===== config.mk =====
export PLATFORM = sky130hd
export DESIGN_NAME = dac_ctrl_top
export DESIGN_NICKNAME = d
export VERILOG_FILES = /design/src/common/dac_ctrl_pkg.sv /design/src/hw/dac_ctrl_top.sv /design/src/hw/dac_word_pipe.sv /design/src/hw/spi_frame_shifter.sv /design/src/sequencer/cmd_sequencer.sv
export VERILOG_INCLUDE_DIRS = /design/src /design/src/common
export SDC_FILE = /design/constraint.sdc
export NUM_CORES = 1
export LEC_CHECK = 0
export BUFFER_PORTS_ARGS = -buffer_cell sky130_fd_sc_hd__buf_4
export CORE_ASPECT_RATIO = 1.4
export CORE_MARGIN = 8
export CORE_UTILIZATION = 52
export DETAILED_ROUTE_END_ITERATION = 12
export MAX_ROUTING_LAYER = met4
export PLACE_DENSITY_LB_ADDON = 0.2
export SKIP_LAST_GASP = 1
export SYNTH_ARGS = -nofsm -noshare
export SYNTH_HDL_FRONTEND = slang
export SYNTH_SLANG_ARGS = --single-unit
export TNS_END_PERCENT = 1

===== constraint.sdc =====
create_clock -name clk -period 4.8 [get_ports clk]
set_clock_uncertainty 0.2 [all_clocks]
set_input_delay 0.96 -clock clk [delete_from_list [all_inputs] [get_ports clk]]
set_output_delay 0.96 -clock clk [all_outputs]
set_load 0.03 [all_outputs]

===== src/common/dac_ctrl_macros.svh =====
`ifndef DAC_CTRL_MACROS_SVH
`define DAC_CTRL_MACROS_SVH

// Channel slot timing
`define DAC_WORD_MIN_TIME   41 // Cycles per channel minus one
`define DAC_SPI_START_DELAY 7  // Slot cycles before the frame starts

// Limits and encodings
`define ABS_CAL_MAX       4096    // Inclusive in both signs
`define SPI_CMD_REG_WRITE 4'b0001 // Write input register, wait for LDAC
`define OFFSET_ZERO       32767   // Code for zero volts
`define DAC_CODE_BAD      16'hFFFF

// Command word fields
`define OPC_HI    31
`define OPC_LO    30
`define TRIG_BIT  29 // Wait for trigger after the command
`define CONT_BIT  28 // Another command must follow
`define LDAC_BIT  27 // Pulse LDAC when the command ends
`define DELAY_W   25 // Delay count in bits 24..0
`define CAL_CH_LO 16 // Channel in 18..16, value in 15..0

`endif


===== src/common/dac_ctrl_pkg.sv =====
package dac_ctrl_pkg;

  // Sequencer states
  typedef enum logic [2:0] {
    S_INIT      = 3'd0, // One cycle after reset
    S_IDLE      = 3'd1, // Waiting for a command word
    S_DELAY     = 3'd2, // Delay count running
    S_TRIG_WAIT = 3'd3, // Waiting for an external trigger
    S_DAC_WR    = 3'd4, // Eight channel slots in progress
    S_ERROR     = 3'd5  // Locked until reset
  } seq_state_e;

  // Command opcodes, bits 31..30 of the command word
  typedef enum logic [1:0] {
    CMD_NO_OP   = 2'b00,
    CMD_DAC_WR  = 2'b01,
    CMD_SET_CAL = 2'b10,
    CMD_CANCEL  = 2'b11  // Ends a delay or trigger wait, no LDAC
  } dac_cmd_e;

  typedef logic        [15:0] dac_code_t; // Offset binary, 32767 is zero volts
  typedef logic signed [15:0] cal_val_t;  // Per-channel signed offset

  // One 24-bit SPI frame, sent MSB first
  typedef struct packed {
    logic [3:0] cmd;     // SPI command nibble
    logic       zero;    // Always 0
    logic [2:0] channel; // DAC channel address
    dac_code_t  code;
  } spi_frame_t;

endpackage


===== src/hw/dac_ctrl_top.sv =====
`timescale 1ns/1ps

module dac_ctrl_top import dac_ctrl_pkg::*; (
  input  logic        clk,
  input  logic        resetn,
  input  logic [31:0] cmd_word,
  input  logic        cmd_buf_empty,
  input  logic        trigger,
  output logic        setup_done,
  output logic        cmd_word_rd_en,
  output logic        waiting_for_trigger,
  output logic        cmd_buf_underflow,
  output logic        unexp_trig,
  output logic        cal_oob,
  output logic        dac_val_oob,
  output logic        n_cs,
  output logic        mosi,
  output logic        ldac
);

  logic             in_error;    // Clears pipe and shifter
  logic             dac_start;
  logic             cal_wr;
  logic             word_rd;     // Data word pop request from the pipe
  logic             dac_wr_done;
  logic             frame_load;
  logic             frame_start;
  spi_frame_t [1:0] frame_pair;  // [1] even channel, goes out first

  // Command decode and state
  cmd_sequencer u_seq (
    .clk                 (clk),
    .resetn              (resetn),
    .cmd_word            (cmd_word),
    .cmd_buf_empty       (cmd_buf_empty),
    .trigger             (trigger),
    .word_rd             (word_rd),
    .dac_wr_done         (dac_wr_done),
    .cal_oob             (cal_oob),
    .dac_val_oob         (dac_val_oob),
    .cmd_word_rd_en      (cmd_word_rd_en),
    .in_error            (in_error),
    .dac_start           (dac_start),
    .cal_wr              (cal_wr),
    .waiting_for_trigger (waiting_for_trigger),
    .setup_done          (setup_done),
    .cmd_buf_underflow   (cmd_buf_underflow),
    .unexp_trig          (unexp_trig),
    .ldac                (ldac)
  );

  // Calibration and channel codes
  dac_word_pipe u_pipe (
    .clk           (clk),
    .resetn        (resetn),
    .in_error      (in_error),
    .dac_start     (dac_start),
    .cal_wr        (cal_wr),
    .cmd_word      (cmd_word),
    .cmd_buf_empty (cmd_buf_empty),
    .word_rd       (word_rd),
    .dac_wr_done   (dac_wr_done),
    .cal_oob       (cal_oob),
    .dac_val_oob   (dac_val_oob),
    .frame_load    (frame_load),
    .frame_pair    (frame_pair),
    .frame_start   (frame_start)
  );

  spi_frame_shifter u_spi (
    .clk         (clk),
    .resetn      (resetn),
    .in_error    (in_error),
    .frame_load  (frame_load),
    .frame_pair  (frame_pair),
    .frame_start (frame_start),
    .n_cs        (n_cs),
    .mosi        (mosi)
  );

endmodule


===== src/hw/dac_word_pipe.sv =====
`timescale 1ns/1ps
`include "dac_ctrl_macros.svh"

module dac_word_pipe import dac_ctrl_pkg::*; (
  input  logic             clk,
  input  logic             resetn,
  input  logic             in_error,
  input  logic             dac_start,
  input  logic             cal_wr,
  input  logic [31:0]      cmd_word,
  input  logic             cmd_buf_empty,
  output logic             word_rd,
  output logic             dac_wr_done,
  output logic             cal_oob,
  output logic             dac_val_oob,
  output logic             frame_load,
  output spi_frame_t [1:0] frame_pair,  // [1] even, [0] odd
  output logic             frame_start
);

  localparam logic [5:0] SLOT_LAST  = 6'(`DAC_WORD_MIN_TIME);
  localparam logic [5:0] SPI_START  = 6'(`DAC_WORD_MIN_TIME - `DAC_SPI_START_DELAY);

  cal_val_t           cal_mem [8];
  cal_val_t           cal_in;
  logic               active;      // Channel slots running
  logic [2:0]         chan;
  logic [5:0]         slot_timer;  // Counts down to 0 per slot
  logic               slot_end;
  logic [2:0]         pair_ch;     // Even channel of the word in flight
  logic               valid1;
  logic               valid2;
  logic signed [16:0] sgn_e, sgn_o;   // Offset removed
  logic signed [17:0] sum_e, sum_o;   // Calibration added
  logic               rng_ok;

  // Offset binary to signed, 32767 maps to 0
  function automatic logic signed [16:0] to_signed(dac_code_t c);
    return $signed({1'b0, c}) - 17'(`OFFSET_ZERO);
  endfunction

  function automatic spi_frame_t make_frame(logic [2:0] ch, logic signed [17:0] s);
    spi_frame_t f;
    f.cmd     = `SPI_CMD_REG_WRITE;
    f.zero    = 1'b0;
    f.channel = ch;
    f.code    = 16'(s + 18'(`OFFSET_ZERO)); // Back to offset binary
    return f;
  endfunction

  // Calibration store, values beyond the bound are refused
  assign cal_in = cal_val_t'(cmd_word[15:0]);

  always_ff @(posedge clk) begin
    if (!resetn) begin
      for (int i = 0; i < 8; i++) cal_mem[i] <= '0;
      cal_oob <= 1'b0;
    end else if (cal_wr) begin
      if (cal_in > `ABS_CAL_MAX || cal_in < -`ABS_CAL_MAX) cal_oob <= 1'b1;
      else cal_mem[cmd_word[`CAL_CH_LO+2:`CAL_CH_LO]] <= cal_in;
    end
  end

  // Slot sequencing, 42 cycles per channel
  assign slot_end = active && slot_timer == '0;

  always_ff @(posedge clk) begin
    if (!resetn || in_error) begin
      active      <= 1'b0;
      chan        <= '0;
      slot_timer  <= '0;
      dac_wr_done <= 1'b0;
      word_rd     <= 1'b0;
    end else begin
      dac_wr_done <= slot_end && chan == 3'd7;
      word_rd     <= dac_start || (slot_end && chan[0] && chan != 3'd7); // Start of even slot
      if (dac_start) begin
        active     <= 1'b1;
        chan       <= '0;
        slot_timer <= SLOT_LAST;
      end else if (slot_end) begin
        if (chan == 3'd7) active <= 1'b0; // Last slot done
        else begin
          chan       <= chan + 3'd1;
          slot_timer <= SLOT_LAST;
        end
      end else if (active) slot_timer <= slot_timer - 6'd1;
    end
  end

  assign frame_start = active && slot_timer == SPI_START;

  // Stage valids, payload below has no reset
  always_ff @(posedge clk) begin
    if (!resetn || in_error) begin
      valid1     <= 1'b0;
      valid2     <= 1'b0;
      frame_load <= 1'b0;
    end else begin
      valid1     <= word_rd && !cmd_buf_empty
                    && cmd_word[15:0] != `DAC_CODE_BAD && cmd_word[31:16] != `DAC_CODE_BAD;
      valid2     <= valid1;
      frame_load <= valid2 && rng_ok;
    end
  end

  always_ff @(posedge clk) begin
    if (word_rd && !cmd_buf_empty) begin // Load stage
      sgn_e   <= to_signed(cmd_word[15:0]);
      sgn_o   <= to_signed(cmd_word[31:16]);
      pair_ch <= chan;
    end
    sum_e <= sgn_e + cal_mem[pair_ch];        // Calibration stage
    sum_o <= sgn_o + cal_mem[pair_ch + 3'd1];
    if (valid2) frame_pair <= {make_frame(pair_ch, sum_e), make_frame(pair_ch + 3'd1, sum_o)};
  end

  // Result must land in 0..65534 offset binary
  assign rng_ok = sum_e >= -`OFFSET_ZERO && sum_e <= `OFFSET_ZERO
                  && sum_o >= -`OFFSET_ZERO && sum_o <= `OFFSET_ZERO;

  always_ff @(posedge clk) begin
    if (!resetn) dac_val_oob <= 1'b0;
    else if (word_rd && !cmd_buf_empty
             && (cmd_word[15:0] == `DAC_CODE_BAD || cmd_word[31:16] == `DAC_CODE_BAD))
      dac_val_oob <= 1'b1; // Forbidden raw code
    else if (valid2 && !rng_ok) dac_val_oob <= 1'b1;
  end

  a_load_not_on_start: assert property (@(posedge clk) disable iff (!resetn)
    frame_load |-> !frame_start);

endmodule


===== src/hw/spi_frame_shifter.sv =====
`timescale 1ns/1ps

module spi_frame_shifter import dac_ctrl_pkg::*; (
  input  logic             clk,
  input  logic             resetn,
  input  logic             in_error,
  input  logic             frame_load,
  input  spi_frame_t [1:0] frame_pair,
  input  logic             frame_start,
  output logic             n_cs,
  output logic             mosi
);

  localparam int FRAME_BITS = $bits(spi_frame_t);

  logic [47:0] shift_reg;  // Even frame in the upper half
  logic [4:0]  bit_cnt;    // Bits left in the current frame

  always_ff @(posedge clk) begin
    if (!resetn || in_error) bit_cnt <= '0;
    else if (bit_cnt != '0) bit_cnt <= bit_cnt - 5'd1;
    else if (frame_start) bit_cnt <= 5'(FRAME_BITS);
  end

  // Shift on every edge of an active frame, load between frames
  always_ff @(posedge clk) begin
    if (bit_cnt != '0) shift_reg <= {shift_reg[46:0], 1'b0};
    else if (frame_load) shift_reg <= frame_pair;
  end

  // Low for 25 cycles per frame
  always_ff @(posedge clk) begin
    if (!resetn || in_error) n_cs <= 1'b1;
    else if (frame_start) n_cs <= 1'b0;
    else if (bit_cnt == '0) n_cs <= 1'b1;
  end

  assign mosi = shift_reg[47]; // MSB first

  a_cs_low_max: assert property (@(posedge clk) disable iff (!resetn)
    $fell(n_cs) |-> ##[1:25] n_cs);

endmodule


===== src/sequencer/cmd_sequencer.sv =====
`timescale 1ns/1ps
`include "dac_ctrl_macros.svh"

module cmd_sequencer import dac_ctrl_pkg::*; (
  input  logic        clk,
  input  logic        resetn,
  input  logic [31:0] cmd_word,
  input  logic        cmd_buf_empty,
  input  logic        trigger,
  input  logic        word_rd,      // Pipe wants a data word
  input  logic        dac_wr_done,
  input  logic        cal_oob,
  input  logic        dac_val_oob,
  output logic        cmd_word_rd_en,
  output logic        in_error,
  output logic        dac_start,
  output logic        cal_wr,
  output logic        waiting_for_trigger,
  output logic        setup_done,
  output logic        cmd_buf_underflow,
  output logic        unexp_trig,
  output logic        ldac
);

  seq_state_e               state;
  seq_state_e               state_nx;
  seq_state_e               cmd_state;   // State the head command leads to
  dac_cmd_e                 opc;
  logic                     cmd_done;    // Current command has ended
  logic                     next_cmd;    // ... and the next one is popped
  logic                     cancel_wait;
  logic                     err_now;
  logic                     do_ldac;     // Latched command bits
  logic                     wait_trig;
  logic                     expect_next;
  logic [`DELAY_W-1:0]      delay_timer;

  assign opc = dac_cmd_e'(cmd_word[`OPC_HI:`OPC_LO]);

  // Cancel only acts on a running wait
  assign cancel_wait = (state == S_DELAY || state == S_TRIG_WAIT)
                       && !cmd_buf_empty && opc == CMD_CANCEL;

  assign cmd_done = (state == S_IDLE && !cmd_buf_empty)
                    || (state == S_DELAY && delay_timer == '0)
                    || (state == S_TRIG_WAIT && trigger);
  assign next_cmd = cmd_done && !cmd_buf_empty;

  // Any error seen this cycle including the sticky flags
  assign err_now = cal_oob || dac_val_oob || unexp_trig || cmd_buf_underflow
                   || (trigger && state != S_TRIG_WAIT)
                   || (word_rd && cmd_buf_empty);

  always_comb begin
    if (cmd_buf_empty)
      cmd_state = expect_next ? S_ERROR : S_IDLE; // Promised word missing
    else begin
      case (opc)
        CMD_NO_OP:  cmd_state = cmd_word[`TRIG_BIT] ? S_TRIG_WAIT : S_DELAY;
        CMD_DAC_WR: cmd_state = S_DAC_WR;
        default:    cmd_state = S_IDLE; // Set-cal and cancel finish at once
      endcase
    end
  end

  always_comb begin
    state_nx = state;
    if (state == S_INIT) state_nx = S_IDLE;
    else if (err_now) state_nx = S_ERROR;
    else if (cancel_wait) state_nx = S_IDLE;
    else if (cmd_done) state_nx = cmd_state;
    else if (state == S_DAC_WR && dac_wr_done)
      state_nx = wait_trig ? S_TRIG_WAIT : S_DELAY; // Wait phase after the write
  end

  always_ff @(posedge clk) begin
    if (!resetn) state <= S_INIT;
    else state <= state_nx; // S_ERROR has no way out
  end

  always_ff @(posedge clk) begin
    if (!resetn || state == S_ERROR) setup_done <= 1'b0;
    else if (state == S_INIT) setup_done <= 1'b1;
  end

  // Trigger, continue and LDAC bits of the command now running
  always_ff @(posedge clk) begin
    if (!resetn || state == S_ERROR) begin
      do_ldac     <= 1'b0;
      wait_trig   <= 1'b0;
      expect_next <= 1'b0;
    end else if (next_cmd || cancel_wait) begin
      expect_next <= cmd_word[`CONT_BIT];
      if (opc == CMD_NO_OP || opc == CMD_DAC_WR) begin
        do_ldac   <= cmd_word[`LDAC_BIT];
        wait_trig <= cmd_word[`TRIG_BIT];
      end else begin
        do_ldac   <= 1'b0;
        wait_trig <= 1'b0;
      end
    end
  end

  // Delay count only runs in S_DELAY after any DAC write
  always_ff @(posedge clk) begin
    if (!resetn || state == S_ERROR) delay_timer <= '0;
    else if (cancel_wait) delay_timer <= '0;
    else if (next_cmd && (opc == CMD_NO_OP || opc == CMD_DAC_WR) && !cmd_word[`TRIG_BIT])
      delay_timer <= cmd_word[`DELAY_W-1:0];
    else if (state == S_DELAY && delay_timer != '0)
      delay_timer <= delay_timer - 1'b1;
  end

  // No pop in a cycle that ends in error
  assign cmd_word_rd_en = state != S_ERROR && !err_now
                          && (word_rd || next_cmd || cancel_wait);

  assign dac_start = next_cmd && !err_now && opc == CMD_DAC_WR;
  assign cal_wr    = next_cmd && !err_now && opc == CMD_SET_CAL; // Pipe reads cmd_word directly

  assign waiting_for_trigger = (state == S_TRIG_WAIT);
  assign in_error            = (state == S_ERROR);

  // Sticky flags cleared only by reset
  always_ff @(posedge clk) begin
    if (!resetn) unexp_trig <= 1'b0;
    else if (trigger && state != S_TRIG_WAIT) unexp_trig <= 1'b1;
  end

  always_ff @(posedge clk) begin
    if (!resetn) cmd_buf_underflow <= 1'b0;
    else if (((cmd_done && expect_next) || word_rd) && cmd_buf_empty)
      cmd_buf_underflow <= 1'b1;
  end

  // LDAC one cycle after the requesting command ends
  // Back-to-back requests merge into one pulse
  always_ff @(posedge clk) begin
    if (!resetn || state == S_ERROR) ldac <= 1'b0;
    else ldac <= do_ldac && cmd_done && !cancel_wait && state != S_IDLE && !ldac;
  end

  a_no_pop_when_empty: assert property (@(posedge clk) disable iff (!resetn)
    cmd_word_rd_en |-> !cmd_buf_empty);

  a_ldac_single: assert property (@(posedge clk) disable iff (!resetn)
    ldac |=> !ldac);

endmodule


==> summary.md, run 1 <==
| Metric | Value |
|---|---|
| Share of cells above drive strength 1 | `0.167` |
| Slew headroom | `0.309` |
| Critical-path top delay cell | `ha_2` |
| IO Port Bufs | `45` |
| CTS clk-pin slew, worst paths | `0.07 ns` |
| Cts hold-fix bufs | `0` |
| Most used cell, CP | `buf_4` |
| Comb pwr share | `0.135` |
| Total Nets Final | `1636` |
| TritonCTS Buffers | `36` |
| Initial Util | `0.528` |
| Mapped Cells | `1513` |
| Critical path launch point type | `flip-flop` |
| Period utilization | `0.883` |
| Hold depth | `1` |
| H-tree levels | `2` |
| First-pass GRT wire length | `66800 um` |
| Post-synth EDFFs | `250` |
| Gr ovfl total | `0` |
| Dpl cells | `1956` |
| Max reg flops | `128` |
| Clk root buf | `clkbuf_16` |
| Buf/Inv on CP | `2` |
| Detailed-placement wirelength estimate | `31300 um` |
| Most frequent cell after synthesis | `edfxtp_1` |
| Hold Crit Class | `flip-flop to flip-flop` |
| Setup WS post-layout | `0.560 ns` |
| R2R depth | `12` |
| Status | `complete, no violations` |
| I/O pin cnt | `46` |
| Share of synthesized flip-flops with an asynchronous set or reset | `0` |
| Top delay family on crit path | `compound AO/OA/AOI/OAI gates` |
| Inserted Diodes | `0` |
| Flops & latches, synth | `348` |
| Width of the die | `171 um` |
| Total clock sinks | `348` |
| Critical path class | `flip-flop to flip-flop` |
| Routed wire length | `42600 um` |
| Post-synth top cells | `edfxtp_1 (250), nand2_1 (160), nor2_1 (137), dfxtp_1 (98), nand3_1 (78)` |
| Via count | `12000` |
| Initial antenna violation count | `0` |
| Max Freq | `236 MHz` |
| Seq pwr share | `0.490` |
| Power per Cell Area | `393 mW/mm2` |
| Top cells by area, synth | `edfxtp_1 (43%), dfxtp_1 (11%), mux4_2 (8.2%), ha_1 (3.5%), nand2_1 (3.4%)` |
| Vias per inst | `5.94` |
| Switching pwr | `2.01 mW` |
| DIE AREA | `0.0401 mm2` |
| CP Max Fanout | `9` |
| GRT Total Usage | `0.223` |
| Max-slew violations | `0` |
| Leakage | `7.40 nW` |
| Setup crit end kind | `flip-flop` |
| Multi-input combinational cell area | `0.00766 mm2` |
| VDD IR max | `0.333 mV` |
| Pin count of the biggest net entering global routing | `52` |
| Max cap viols | `0` |
| Main flop type after synthesis | `edfxtp_1` |
| Vias in the first global route | `11900` |
| Detailed Route Iter0 Violations | `832` |
| Hold_ws | `0.279 ns` |
| Drt pass-1 iters | `5` |
| WP data arrival | `4.49 ns` |
| Leading area contributor after synthesis | `edfxtp_1` |
| CP Depth | `12` |
| Syn nets | `1600` |
| Cell variety after synth | `77` |
| CTS resizes | `0` |
| Req. time, crit path | `5.05 ns` |
| Final core occ | `0.590` |
| DRC errors left | `0` |
| Filler Cell Count | `2714` |
| Postcts setup bufs | `0` |
| Average wire per standard cell | `21.1 um` |
| Clock Latency Late Sink | `0.53 ns` |
| Die height | `234 um` |
| RSZ-0062 raised after global routing | `false` |
| Area Growth Syn to Fin | `11.7%` |
| Finished Layout Cells | `2022` |
| Warnings, synthesis | `0` |
| Setup TNS | `0 ns` |
| Syn_area_per_cell | `11.6 um2` |
| CTS tree | `built` |
| Antenna Violating Nets Remaining | `0` |
| Final Cell Area | `0.0197 mm2` |
| Cell Chain, Critical Path | `ha_2 -> buf_4 -> mux4_2 -> mux2_2 -> ha_1 -> a21o_1 -> a2111oi_0 -> buf_4 -> o2111ai_1 -> a31o_2 -> a21oi_1 -> xnor2_1` |
| Setup-failing EPs final | `0` |
| Final hold vios | `0` |
| Register area | `0.00947 mm2` |
| Max incr delay on CP | `0.52 ns` |
| Total power | `7.74 mW` |
| Sequential fraction of the synthesis area | `0.538` |
| Top cell type's share of synthesized area | `0.427` |
| Pint | `5.73 mW` |
| Final min period | `4.24 ns` |
| Final RePlAce weighted congestion | `0.923` |
| Pre-CTS WS | `0.568 ns` |
| Worst slew pin tran | `1.04 ns` |
| Cell row count | `79` |
| Worst-case clock buffer depth | `3` |
| Clk pwr share | `0.375` |
| Post-Syn Area | `0.0176 mm2` |
| DP Area | `0.0184 mm2` |
| Sw Ratio | `0.259` |
| Core region area | `0.0333 mm2` |
cell type report:
cell class,count,area share
Sequential cell,348,0.482
Multi-Input combinational cell,1050,0.390
Tap cell,445,0.0283
Clock buffer,49,0.0525
Timing Repair Buffer,82,0.0313
Inverter,31,0.00592
Clock inverter,17,0.0106
per-layer routing:
layer	up-vias	share of wire	GRT usage
li1	5675	-	-
met1	5807	0.38	0.254
met2	443	0.51	0.378
met3	94	0.064	0.0350
met4	0	0.043	0.105
met5	-	0	-
cells in the final DEF, fill, tap and decap left out, types with 10 or more instances in the layout:
master / instances
clkbuf_16: 38
nor4_1: 12
ha_1: 48
mux4_2: 64
a21oi_1: 52
xnor2_1: 49
xor2_1: 36
nand3_1: 78
edfxtp_1: 250
a211oi_1: 10
or3_1: 19
nor3_1: 32
inv_1: 31
and3_1: 27
o21ai_0: 25
nand2b_1: 30
nand4_1: 11
nor2_1: 136
mux2_2: 36
and2_1: 65
nand2_1: 160
dfxtp_1: 97
a31oi_1: 18
buf_4: 82
final timing paths:
kind / from / end / slack [ns]
worst max register to register: u_pipe.pair_ch[1] / u_pipe.sum_o[16] / 0.56
worst min register to register: u_pipe.valid1 / u_pipe.valid2 / 0.28
worst min-delay path: u_pipe.valid1 / u_pipe.valid2 / 0.28
worst max-delay path: u_pipe.pair_ch[1] / u_pipe.sum_o[16] / 0.56
cells by family after synthesis:
| family | count (synthesis) | share of synthesized area |
|---|---|---|
| mux | 106 | 0.108 |
| compound gates | 190 | 0.0722 |
| buf+inv | 115 | 0.0268 |
| flops | 348 | 0.538 |
| xor+xnor | 85 | 0.0423 |
| simple gates | 618 | 0.175 |
| fa+ha+maj | 51 | 0.0371 |
power groups by stage:
| stage | clock (mW) | sequential (mW) | combinational [mW] |
|---|---|---|---|
| floorplan | 0 | 3.82 | 0.780 |
| global placement | 0 | 3.84 | 1.04 |
| detailed placement | 0 | 3.85 | 1.06 |
| CTS | 2.96 | 3.79 | 1.07 |
| global route | 3.05 | 3.82 | 1.18 |
| finish | 2.90 | 3.79 | 1.05 |
(Power assumes the default switching activity.)
==> inputs of run 2 (changes only) <==
BUFFER_PORTS_ARGS = -buffer_cell sky130_fd_sc_hd__buf_2   (was -buffer_cell sky130_fd_sc_hd__buf_4)
CTS_CLUSTER_DIAMETER = 30   (was not set)
SYNTH_HIERARCHICAL = 1   (was not set)
==> summary.md, run 2 <==
| Metric | Value |
|---|---|
| Leading area contributor after synthesis | `edfxtp_1` |
| Slew headroom | `0.238 (-0.0712)` |
| DIE AREA | `0.0409 mm2 (+2.1%)` |
| Area Growth Syn to Fin | `14.8%` |
| Antenna Violating Nets Remaining | `0 (unchanged)` |
| Final hold vios | `0 (unchanged)` |
| Critical path class | `flip-flop to output port` |
| Post-synth EDFFs | `250 (unchanged)` |
| Max reg flops | `128 (unchanged)` |
| Leakage | `7.79 nW (+5.4%)` |
| Max incr delay on CP | `0.54 ns (+0.02 ns)` |
| Req. time, crit path | `3.64 ns (-1.41 ns)` |
| CTS clk-pin slew, worst paths | `0.06 ns (about the same)` |
| Flops & latches, synth | `348 (unchanged)` |
| Warnings, synthesis | `6 (+6)` |
| GRT Total Usage | `0.228 (+0.00516)` |
| Final RePlAce weighted congestion | `0.965 (+4.6%)` |
| Die height | `236 um (+1.0%)` |
| Share of cells above drive strength 1 | `0.191 (+0.0234)` |
| Top cells by area, synth | `edfxtp_1 (42%), dfxtp_1 (11%), mux4_2 (8.0%), nand2_1 (4.2%), nor2_1 (3.6%)` |
| Syn_area_per_cell | `11.4 um2 (-1.7%)` |
| Inserted Diodes | `0 (unchanged)` |
| Most frequent cell after synthesis | `edfxtp_1` |
| H-tree levels | `2 (unchanged)` |
| Cts hold-fix bufs | `0 (unchanged)` |
| Commonest non-fill, non-tap cell in the layout | `edfxtp_1` |
| VDD IR max | `0.419 mV (+26%)` |
| Critical path launch point type | `flip-flop` |
| Final min period | `4.32 ns (+0.0783 ns)` |
| Vias per inst | `6.01 (+1.0%)` |
| Setup crit end kind | `output port` |
| Detailed Route Iter0 Violations | `1009 (+21%)` |
| I/O pin cnt | `46 (unchanged)` |
| Top cell type's share of synthesized area | `0.417 (-0.00940)` |
| Post-synth top cells | `edfxtp_1 (250), nand2_1 (201), nor2_1 (174), dfxtp_1 (98), nand3_1 (85)` |
| Max Freq | `232 MHz (-1.8%)` |
| Width of the die | `173 um (+1.0%)` |
| Initial Util | `0.527 (-0.00110)` |
| Top delay family on crit path | `compound AO/OA/AOI/OAI gates` |
| CTS tree | `built` |
| Initial antenna violation count | `0 (unchanged)` |
| Clk root buf | `clkbuf_16` |
| Worst-case clock buffer depth | `3 (unchanged)` |
| Pin count of the biggest net entering global routing | `53 (+1.9%)` |
| Final Cell Area | `0.0207 mm2 (+5.0%)` |
| Sequential fraction of the synthesis area | `0.526 (-0.0119)` |
| Setup-failing EPs final | `0 (unchanged)` |
| Vias in the first global route | `12700 (+6.6%)` |
| Core region area | `0.0341 mm2 (+2.5%)` |
| Postcts setup bufs | `0 (unchanged)` |
| Buf/Inv on CP | `1 (-1)` |
| First-pass GRT wire length | `71100 um (+6.4%)` |
| Average wire per standard cell | `21.6 um (+2.6%)` |
| Post-Syn Area | `0.0180 mm2 (+2.3%)` |
| Setup TNS | `0 ns (unchanged)` |
| Status | `complete, no violations` |
| Clock Latency Late Sink | `0.59 ns (+0.06 ns)` |
| Gr ovfl total | `0 (unchanged)` |
| Cell Chain, Critical Path | `or4_4 -> or2_0 -> o41a_1 -> o21ai_1 -> o211a_1 -> buf_2` |
| Critical-path top delay cell | `or4_4` |
| Most frequent cells in the layout | `edfxtp_1 (250), nand2_1 (201), nor2_1 (174), dfxtp_1 (97), nand3_1 (85)` |
| Share of synthesized flip-flops with an asynchronous set or reset | `0 (unchanged)` |
| Max cap viols | `0 (unchanged)` |
| Period utilization | `0.900 (+0.0163)` |
| Register area | `0.00947 mm2 (unchanged)` |
| TritonCTS Buffers | `56 (+56%)` |
| Detailed-placement wirelength estimate | `33500 um (+7.0%)` |
| Hold Crit Class | `flip-flop to flip-flop` |
| WP data arrival | `3.16 ns (-1.33 ns)` |
| Max-slew violations | `0 (unchanged)` |
| Final core occ | `0.605 (+0.0147)` |
| DRC errors left | `0 (unchanged)` |
| Routed wire length | `46100 um (+8.2%)` |
| RSZ-0062 raised after global routing | `false` |
| CP Max Fanout | `6 (-3)` |
| Total clock sinks | `348 (unchanged)` |
| Mapped Cells | `1574 (+4.0%)` |
| Power per Cell Area | `426 mW/mm2 (+8.2%)` |
| Multi-input combinational cell area | `0.00803 mm2 (+4.7%)` |
| Drt pass-1 iters | `6 (+1)` |
| CTS resizes | `0 (unchanged)` |
| Total Nets Final | `1722 (+5.3%)` |
| Via count | `12800 (+6.6%)` |
| DP Area | `0.0187 mm2 (+1.5%)` |
| Cell row count | `80 (+1.3%)` |
| Cell variety after synth | `83 (+7.8%)` |
| IO Port Bufs | `45 (unchanged)` |
| Main flop type after synthesis | `edfxtp_1` |
| Worst slew pin tran | `1.14 ns (+0.107 ns)` |
| Filler Cell Count | `2745 (+1.1%)` |
run 2: cell types whose count changed after synthesis, sizes merged, moves of 8 or more:
cell,change
nor2b,+9
nor3,+35
nor2,+36
nand2b,-11
and2,-60
clkbuf,-8
and3,-17
buf,+10
nand2,+42
xor2,+11
run 2: area by class of cell:
cell class | instances | share of cell area
inverters | 35 | 0.00636
well taps | 451 | 0.0273
repair buffers | 81 | 0.0246
clock buffers | 62 | 0.0709
multi-input cells | 1113 | 0.389
flip-flops and latches | 348 | 0.459
clock inverters | 43 | 0.0235
run 2: kinds of logic after synthesis:
kind of cell | count (synthesis) | synth area share
fa+ha+maj | 51 | 0.0363
mux | 105 | 0.105
flops | 348 | 0.526
compound gates | 186 | 0.0714
xor+xnor | 92 | 0.0448
other cells | 2 | 0.000417
simple gates | 669 | 0.184
buf+inv | 121 | 0.0316
run 2: final timing paths:
check | startpoint | cells past startpoint | slack, ns | endpoint
setup / recovery | u_seq/delay_timer[15] | 6 | 0.48 | cmd_word_rd_en
hold / removal | u_pipe/valid1 | 1 | 0.24 | u_pipe/valid2
setup reg to reg | u_seq/delay_timer[15] | 11 | 0.66 | u_pipe/cal_mem[5][14]
hold reg to reg | u_pipe/valid1 | 1 | 0.24 | u_pipe/valid2
run 2: metal layers:
metal / vias to the layer above / wire [um] / track usage
met1: 6174 / 16900 / 0.238
li1: 5976 / - / -
met3: 139 / 2570 / 0.0339
met4: 0 / 2800 / 0.136
met2: 521 / 23900 / 0.403
met5: - / 0 / -
run 2: through the flow:
step                      worst slack, ns  instances  total power [mW]  hold WS (ns)
after global placement              0.795       2028              4.77         0.209
after floorplan                     0.132       1582              4.49         0.206
after CTS                           0.498       2133              8.88         0.242
after detailed placement            0.744       2028              4.80         0.219
final                               0.482       2133              8.79         0.237
after global routing                0.387       2133              9.14         0.266
run 2: where the power goes:
group | internal [mW] | total [mW] | switching (mW)
clock | 2.53 | 4.06 | 1.53
combinational | 0.296 | 0.981 | 0.685
sequential | 3.63 | 3.75 | 0.124
total | 6.46 | 8.79 | 2.33
